==> src/design/sonata_params.svh <==
`ifndef SONATA_PARAMS_SVH
`define SONATA_PARAMS_SVH

// General purpose IO
`define GPI_WIDTH 13
`define GPO_WIDTH 24

// PWM bank
`define PWM_NUM      12
`define PWM_CTR_SIZE 8

// Register bus
`define BUS_ADDR_WIDTH 32
`define BUS_DATA_WIDTH 32
`define BUS_BE_WIDTH   4
`define REG_ADDR_WIDTH 8  // Offset within one device

////////////////////////////////////////////////////////////////////////////
// Address map
////////////////////////////////////////////////////////////////////////////

`define GPIO_BASE 32'h0000_0000
`define PWM_BASE  32'h0000_0100

`endif
==> src/design/sonata_pkg.sv <==
`include "sonata_params.svh"

package sonata_pkg;

  // Bus payload types
  typedef logic [`BUS_ADDR_WIDTH-1:0] bus_addr_t;
  typedef logic [`BUS_DATA_WIDTH-1:0] bus_data_t;
  typedef logic [`BUS_BE_WIDTH-1:0]   bus_be_t;
  typedef logic [`REG_ADDR_WIDTH-1:0] reg_addr_t;

  typedef logic [`PWM_CTR_SIZE-1:0] pwm_ctr_t;

  // Packed as seen on the bus, period in the high byte
  typedef struct packed {
    pwm_ctr_t period;
    pwm_ctr_t width;
  } pwm_cfg_t;

  typedef enum logic [1:0] {
    DevGpio,
    DevPwm,
    DevNone  // Unmapped or misaligned
  } bus_device_e;

  typedef enum logic [`REG_ADDR_WIDTH-1:0] {
    GpoReg = 8'h00,
    GpiReg = 8'h04  // Read only
  } gpio_reg_e;

endpackage

==> src/design/reg_bus_if.sv <==
`timescale 1ns/1ns

interface reg_bus_if import sonata_pkg::*; ();

  logic      req;    // Single cycle strobe
  logic      we;
  bus_be_t   be;
  reg_addr_t offset;
  bus_data_t wdata;

  modport decoder (
    output req,
    output we,
    output be,
    output offset,
    output wdata
  );

  modport device (
    input req,
    input we,
    input be,
    input offset,
    input wdata
  );

endinterface

==> src/design/sonata_system.sv <==
`timescale 1ns/1ns
`include "sonata_params.svh"

module sonata_system import sonata_pkg::*; (
  input  logic                  clk_sys_i,
  input  logic                  arst_n_i,

  // Register bus
  input  logic                  req_i,
  input  logic                  we_i,
  input  bus_be_t               be_i,
  input  bus_addr_t             addr_i,
  input  bus_data_t             wdata_i,
  output logic                  rvalid_o,
  output bus_data_t             rdata_o,
  output logic                  err_o,

  // Pads
  input  logic [`GPI_WIDTH-1:0] gp_i,
  output logic [`GPO_WIDTH-1:0] gp_o,
  output logic [`PWM_NUM-1:0]   pwm_o
);

  reg_bus_if gpio_bus ();
  reg_bus_if pwm_bus ();

  bus_device_e           dev_sel;
  reg_addr_t             offset;
  logic [`GPI_WIDTH-1:0] gpi_sync;
  pwm_cfg_t              pwm_cfg [`PWM_NUM];

  ////////////////////////////////////////////////////////////////////////////
  // Request side
  ////////////////////////////////////////////////////////////////////////////

  bus_decoder u_bus_decoder (
    .req_i    (req_i),
    .we_i     (we_i),
    .be_i     (be_i),
    .addr_i   (addr_i),
    .wdata_i  (wdata_i),
    .gpio_bus (gpio_bus),
    .pwm_bus  (pwm_bus),
    .dev_sel_o(dev_sel),
    .offset_o (offset)
  );

  gpio_regs u_gpio_regs (
    .clk_sys_i (clk_sys_i),
    .arst_n_i  (arst_n_i),
    .bus       (gpio_bus),
    .gp_i      (gp_i),
    .gp_o      (gp_o),
    .gpi_sync_o(gpi_sync)
  );

  // All channels share one bus, each matches its own offset
  for (genvar i = 0; i < `PWM_NUM; i++) begin : gen_pwm
    pwm_channel #(
      .CHAN_IDX(i)
    ) u_pwm_channel (
      .clk_sys_i(clk_sys_i),
      .arst_n_i (arst_n_i),
      .bus      (pwm_bus),
      .cfg_o    (pwm_cfg[i]),
      .pwm_o    (pwm_o[i])
    );
  end : gen_pwm

  ////////////////////////////////////////////////////////////////////////////
  // Response side
  ////////////////////////////////////////////////////////////////////////////

  rsp_mux u_rsp_mux (
    .clk_sys_i(clk_sys_i),
    .arst_n_i (arst_n_i),
    .req_i    (req_i),
    .dev_sel_i(dev_sel),
    .offset_i (offset),
    .gpo_i    (gp_o),
    .gpi_i    (gpi_sync),
    .pwm_cfg_i(pwm_cfg),
    .rvalid_o (rvalid_o),
    .rdata_o  (rdata_o),
    .err_o    (err_o)
  );

endmodule

==> src/design/rsp_mux.sv <==
`timescale 1ns/1ns
`include "sonata_params.svh"

module rsp_mux import sonata_pkg::*; (
  input  logic                  clk_sys_i,
  input  logic                  arst_n_i,
  input  logic                  req_i,
  input  bus_device_e           dev_sel_i,
  input  reg_addr_t             offset_i,
  input  logic [`GPO_WIDTH-1:0] gpo_i,
  input  logic [`GPI_WIDTH-1:0] gpi_i,
  input  pwm_cfg_t              pwm_cfg_i [`PWM_NUM],
  output logic                  rvalid_o,
  output bus_data_t             rdata_o,
  output logic                  err_o
);

  logic [`REG_ADDR_WIDTH-3:0] pwm_idx;
  bus_data_t                  rdata_d;
  logic                       rvalid_q;
  logic                       err_q;
  bus_data_t                  rdata_q;

  assign pwm_idx = offset_i[`REG_ADDR_WIDTH-1:2];

  // Read data from register values before this cycle's write
  always_comb begin
    rdata_d = '0;
    case (dev_sel_i)
      DevGpio: begin
        if (offset_i == GpoReg) rdata_d = bus_data_t'(gpo_i);
        else rdata_d = bus_data_t'(gpi_i);
      end
      DevPwm: begin
        for (int i = 0; i < `PWM_NUM; i++) begin
          if (pwm_idx == i) rdata_d = bus_data_t'(pwm_cfg_i[i]);
        end
      end
      default: rdata_d = '0;  // Errors read as zero
    endcase
  end

  always_ff @(posedge clk_sys_i or negedge arst_n_i) begin
    if (!arst_n_i) begin
      rvalid_q <= 1'b0;
      err_q    <= 1'b0;
    end else begin
      rvalid_q <= req_i;
      err_q    <= req_i && (dev_sel_i == DevNone);
    end
  end

  always_ff @(posedge clk_sys_i) begin
    if (req_i) rdata_q <= rdata_d;
  end

  assign rvalid_o = rvalid_q;
  assign err_o    = err_q;
  assign rdata_o  = rdata_q;

endmodule

==> src/design/gpio_regs.sv <==
`timescale 1ns/1ns
`include "sonata_params.svh"

module gpio_regs import sonata_pkg::*; (
  input  logic                  clk_sys_i,
  input  logic                  arst_n_i,
  reg_bus_if.device             bus,
  input  logic [`GPI_WIDTH-1:0] gp_i,
  output logic [`GPO_WIDTH-1:0] gp_o,
  output logic [`GPI_WIDTH-1:0] gpi_sync_o
);

  logic [`GPO_WIDTH-1:0] gpo_q;
  logic [`GPI_WIDTH-1:0] gpi_meta_q;
  logic [`GPI_WIDTH-1:0] gpi_sync_q;
  logic [`GPO_WIDTH-1:0] be_mask;
  logic                  gpo_we;

  // Expand byte enables to a bit mask
  always_comb begin
    for (int b = 0; b < `GPO_WIDTH / 8; b++) begin
      be_mask[b*8 +: 8] = {8{bus.be[b]}};
    end
  end

  // Writes to GpiReg fall through here
  assign gpo_we = bus.req && bus.we && (bus.offset == GpoReg);

  always_ff @(posedge clk_sys_i or negedge arst_n_i) begin
    if (!arst_n_i) begin
      gpo_q <= '0;
    end else if (gpo_we) begin
      gpo_q <= (gpo_q & ~be_mask) | (bus.wdata[`GPO_WIDTH-1:0] & be_mask);
    end
  end

  assign gp_o = gpo_q;

  // Two flop synchroniser for the pads
  always_ff @(posedge clk_sys_i or negedge arst_n_i) begin
    if (!arst_n_i) begin
      gpi_meta_q <= '0;
      gpi_sync_q <= '0;
    end else begin
      gpi_meta_q <= gp_i;
      gpi_sync_q <= gpi_meta_q;
    end
  end

  assign gpi_sync_o = gpi_sync_q;

endmodule

==> src/design/pwm_channel.sv <==
`timescale 1ns/1ns
`include "sonata_params.svh"

module pwm_channel import sonata_pkg::*; #(
  parameter int unsigned CHAN_IDX = 0
) (
  input  logic      clk_sys_i,
  input  logic      arst_n_i,
  reg_bus_if.device bus,
  output pwm_cfg_t  cfg_o,
  output logic      pwm_o
);

  localparam reg_addr_t ChanOffset = reg_addr_t'(CHAN_IDX * 4);

  pwm_cfg_t cfg_q;
  pwm_ctr_t ctr_q;
  logic     cfg_we;

  assign cfg_we = bus.req && bus.we && (bus.offset == ChanOffset);

  ////////////////////////////////////////////////////////////////////////////
  // Configuration register
  ////////////////////////////////////////////////////////////////////////////

  always_ff @(posedge clk_sys_i or negedge arst_n_i) begin
    if (!arst_n_i) begin
      cfg_q <= '0;
    end else if (cfg_we) begin
      if (bus.be[0]) cfg_q.width <= bus.wdata[`PWM_CTR_SIZE-1:0];
      if (bus.be[1]) begin
        cfg_q.period <= bus.wdata[2*`PWM_CTR_SIZE-1:`PWM_CTR_SIZE];
      end
    end
  end

  assign cfg_o = cfg_q;

  ////////////////////////////////////////////////////////////////////////////
  // Counter and compare
  ////////////////////////////////////////////////////////////////////////////

  // Counts 0..period, so one PWM cycle is period+1 clocks
  always_ff @(posedge clk_sys_i or negedge arst_n_i) begin
    if (!arst_n_i) begin
      ctr_q <= '0;
    end else if (cfg_we) begin
      ctr_q <= '0;  // Restart on any reconfiguration
    end else if (ctr_q >= cfg_q.period) begin
      ctr_q <= '0;
    end else begin
      ctr_q <= ctr_q + 1'b1;
    end
  end

  assign pwm_o = (ctr_q < cfg_q.width);  // Width above period keeps output high

endmodule

==> src/design/bus_decoder.sv <==
`timescale 1ns/1ns
`include "sonata_params.svh"

module bus_decoder import sonata_pkg::*; (
  input  logic        req_i,
  input  logic        we_i,
  input  bus_be_t     be_i,
  input  bus_addr_t   addr_i,
  input  bus_data_t   wdata_i,
  reg_bus_if.decoder  gpio_bus,
  reg_bus_if.decoder  pwm_bus,
  output bus_device_e dev_sel_o,
  output reg_addr_t   offset_o
);

  localparam bus_addr_t GpioBase = `GPIO_BASE;
  localparam bus_addr_t PwmBase  = `PWM_BASE;

  logic      aligned;
  logic      gpio_hit;
  logic      pwm_hit;
  reg_addr_t offset;

  assign offset  = addr_i[`REG_ADDR_WIDTH-1:0];
  assign aligned = (addr_i[1:0] == 2'b00);

  // Base match on the upper bits, then a per-device offset check
  assign gpio_hit = aligned &&
                    (addr_i[`BUS_ADDR_WIDTH-1:`REG_ADDR_WIDTH] ==
                     GpioBase[`BUS_ADDR_WIDTH-1:`REG_ADDR_WIDTH]) &&
                    ((offset == GpoReg) || (offset == GpiReg));

  assign pwm_hit = aligned &&
                   (addr_i[`BUS_ADDR_WIDTH-1:`REG_ADDR_WIDTH] ==
                    PwmBase[`BUS_ADDR_WIDTH-1:`REG_ADDR_WIDTH]) &&
                   (offset[`REG_ADDR_WIDTH-1:2] < `PWM_NUM); // One word per channel

  always_comb begin
    if (gpio_hit) dev_sel_o = DevGpio;
    else if (pwm_hit) dev_sel_o = DevPwm;
    else dev_sel_o = DevNone;
  end

  assign offset_o = offset;

  // Strobe only reaches the selected device
  assign gpio_bus.req    = req_i && (dev_sel_o == DevGpio);
  assign gpio_bus.we     = we_i;
  assign gpio_bus.be     = be_i;
  assign gpio_bus.offset = offset;
  assign gpio_bus.wdata  = wdata_i;

  assign pwm_bus.req    = req_i && (dev_sel_o == DevPwm);
  assign pwm_bus.we     = we_i;
  assign pwm_bus.be     = be_i;
  assign pwm_bus.offset = offset;
  assign pwm_bus.wdata  = wdata_i;

endmodule

==> config.mk <==
export PLATFORM = sky130hd
export DESIGN_NAME = sonata_system
export DESIGN_NICKNAME = d
export VERILOG_FILES = /design/src/design/sonata_pkg.sv /design/src/design/reg_bus_if.sv /design/src/design/sonata_system.sv /design/src/design/rsp_mux.sv /design/src/design/gpio_regs.sv /design/src/design/pwm_channel.sv /design/src/design/bus_decoder.sv
export VERILOG_INCLUDE_DIRS = /design/src /design/src/design
export SDC_FILE = /design/constraint.sdc
export NUM_CORES = 1
export LEC_CHECK = 0
export BUFFER_PORTS_ARGS = -buffer_cell sky130_fd_sc_hd__buf_2
export CAP_MARGIN = 15
export CORE_MARGIN = 3
export CORE_UTILIZATION = 55
export DETAILED_ROUTE_END_ITERATION = 6
export HOLD_SLACK_MARGIN = 0.02
export MAX_ROUTING_LAYER = met4
export PLACE_DENSITY = 0.83
export SLEW_MARGIN = 20
export SYNTH_ARGS = -nofsm -noshare
export SYNTH_HDL_FRONTEND = slang
export SYNTH_HIERARCHICAL = 1
export SYNTH_SLANG_ARGS = --single-unit
export TNS_END_PERCENT = 50
==> constraint.sdc <==
create_clock -name clk_sys_i -period 3.5 [get_ports clk_sys_i]
set_clock_uncertainty 0.1 [all_clocks]
set_input_delay 0.35 -clock clk_sys_i [delete_from_list [all_inputs] [get_ports clk_sys_i]]
set_output_delay 0.35 -clock clk_sys_i [all_outputs]
set_load 0.01 [all_outputs]
==> flow_summary_export.csv <==
group,metric,value,unit
power,netSwitchingPower,2090,uW
clock_network,cts_tree,"built",
grt,grt_pass1_vias,17200,
placed_design,gp_congestion,1.00,
clock_network,clkSinkCount,364,
job,maxCapViolCount,0,
timing,report.final.slew_viol_count,0,
status,status,"complete, no violations",
layout,multi_input_area,0.0114,mm2
detailed_routing,viasPerCell,6.23,
floorplan,core.rowCount,73,
timing,fin_crit,2.85,ns
detailed_routing,num_vias,16600,
power,switching_share,0.231,
power,leakage,0.0120,uW
setup_path,crit_type,"primary input to flop",
power,comb_power_share,0.051,
setup_path,critPathLaunchType,"primary input",
setup_path,worst-path-max-fanout,12,
setup_path,cpMaxStageDelayCell,"or2_1",
clock_network,clk_pin_slew,0.06,ns
timing,timing.final.ws_setup,0.653,ns
detailed_routing,wl,65400,um
grt,grt_usage,0.305,
clock_network,cts_buffers,40,
power,p_int,6970,uW
layout,layout-drive-gt1-share,0.232,
floorplan,die_x,208,um
clock_network,clk_latency,0.55,ns
floorplan,initial_core_util,0.561,
setup_path,critPathBufInv,2,
layout,syn_to_final_growth,9.55,%
setup_path,r2r-start,"gen_pwm[6].u_pwm_channel/ctr_q[0]",
grt,antenna_found_initial,7,
layout,register_area,0.00923,mm2
detailed_routing,ant_nets,0,
timing,fin_tns_setup,0,ns
synthesis,syn_inst,2000,
setup_path,crit_family,"simple AND/OR/NAND/NOR gates",
grt,overflow,0,
timing,hold_violations,0,
power,clkPwrFrac,0.476,
detailed_routing,dr.pass1.iters,7,
synthesis,syn_area_per_cell,11.2,um2
setup_path,cp_common_cell,"nor4_1",
power,pwr-share-seq,0.472,
grt,grt_max_degree,90,
placed_design,io_buffers,137,
setup_path,r2r_end,"gen_pwm[6].u_pwm_channel/ctr_q[5]",
timing,report.final.setup_viol,0,
setup_path,r2r_slack,1.23,ns
power,irDropWorstVdd,0.371,mV
detailed_routing,drc,0,
timing,slew_headroom,0.279,
timing,fmax,351,MHz
min_path,min_delay_worst_endpoint,"u_rsp_mux/rvalid_o",
clock_network,clock_tree.root_cell,"clkbuf_16",
floorplan,die-area,0.0433,mm2
floorplan,coreArea,0.0400,mm2
setup_path,reg2regPathDepth,6,
timing,period_share,0.813,
setup_path,cp.arrival,3.16,ns
timing,grt_setup_unrepaired,"false",
detailed_routing,wire_per_inst,24.5,um
setup_path,cp-end-kind,"flop",
layout,nFillCells,3060,
layout,nets,2379,
setup_path,critical_path.max_stage_delay,0.52,ns
synthesis,syn-cell-area,0.0224,mm2
min_path,worstHoldPathCells,2,
setup_path,cp_data_required_time,3.82,ns
timing,worst_slew_pin_slew,1.08,ns
grt,grt_pass1_wl,101000,um
floorplan,die_y,208,um
clock_network,clockBufferDepth,3,
placed_design,hpwl,47100,um
synthesis,synth_warnings,6,
placed_design,post-place-ws,0.257,ns
min_path,hold_class,"primary input to flop",
min_path,holdCritStartpoint,"req_i",
setup_path,worstPathCellList,"buf_2 -> nor4_1 -> nand3_1 -> nor4_1 -> buf_4 -> nor4bb_1 -> nand4_1 -> or2_1 -> mux2_4",
detailed_routing,drtIter0Drc,1788,
floorplan,num_io_pins,155,
power,power_density,369,mW/mm2
clock_network,htree_num_levels,2,
-- worst max path at each step --
stage,startpoint,to,cells after the start
global placement,addr_i[18],gen_pwm[11].u_pwm_channel/cfg_o[8],9
detailed placement,addr_i[20],gen_pwm[11].u_pwm_channel/cfg_o[6],9
global route,addr_i[20],u_rsp_mux/rdata_o[13],8
CTS,gen_pwm[7].u_pwm_channel/cfg_o[5],pwm_o[7],7
finish,addr_i[20],gen_pwm[11].u_pwm_channel/cfg_o[12],9
floorplan,addr_i[18],gen_pwm[3].u_pwm_channel/cfg_o[0],8
-- power by group through the flow --
stage	Combinational (uW)	Sequential [uW]	Clock, uW
after global routing	490	4280	4520
after floorplan	227	4360	0
final	464	4280	4320
after CTS	455	4280	4340
after detailed placement	433	4360	0
after global placement	423	4360	0
-- flip-flops by register name, summed over array words and instances, names as in the netlist, named ones only --
signal and flops:
gen_pwm.u_pwm_channel/cfg_o 192, gen_pwm.u_pwm_channel/ctr_q 96, u_gpio_regs/gpi_meta_q 13, u_gpio_regs/gpi_sync_o 13, u_rsp_mux/err_o 1, u_rsp_mux/rdata_o 24
u_rsp_mux/rvalid_o 1
-- final cells by class --
class / instances / area share
flip-flops and latches: 364 / 0.375
multi-input cells: 1306 / 0.465
inverters: 206 / 0.0315
diodes: 5 / 0.000509
well taps: 525 / 0.0267
clock buffers: 63 / 0.0500
repair buffers: 184 / 0.0465
clock inverters: 10 / 0.00473
-- stage by stage --
| step | area [um2] | std cells | hold WS (ns) | util | power (uW) |
|---|---|---|---|---|---|
| after CTS | 24600 | 2658 | 0.164 | 0.614 | 9080 |
| after global routing | 24600 | 2663 | 0.177 | 0.614 | 9290 |
| after floorplan | 22500 | 2007 | -0.0456 | - | 4590 |
| after detailed placement | 23000 | 2563 | 0.235 | 0.575 | 4790 |
| after global placement | 23000 | 2563 | 0.234 | 0.575 | 4780 |
| final | 24600 | 2663 | 0.188 | 0.614 | 9060 |
-- cells in the final DEF, fill, tap and decap left out, drive strengths merged, types with 9 or more instances in the layout --
master	n
dfrtp	340
mux2	224
inv	208
ha	192
buf	162
nor3	101
nand3	72
o21ai	63
clkbuf	63
nand2	62
nor2	49
xor2	48
a21o	48
and3	47
a21oi	44
nand4	37
nand2b	28
mux2i	26
xnor2	24
edfxtp	24
dlygate4sd3	22
or2	22
or3	17
a211oi	16
a2111oi	14
nor4	14
nor3b	13
o31a	12
a41oi	11
a22oi	10
o22ai	9
nor4b	9
-- metal layers --
| layer | wire length (um) | GRT usage |
|---|---|---|
| met4 | 3670 | 0.138 |
| met2 | 31300 | 0.493 |
| met5 | 0 | - |
| met1 | 25400 | 0.380 |
| met3 | 5060 | 0.0508 |
-- repair_timing --
| item | CTS | global route |
|---|---|---|
| hold buffers | 22 | 0 |
| hold endpoints to repair | 106 | 0 |
| setup endpoints to repair | 0 | 0 |
| buffers inserted | 0 | 0 |
| resized for setup | 0 | 0 |
Note: power is estimated with default switching activity, not from simulation.
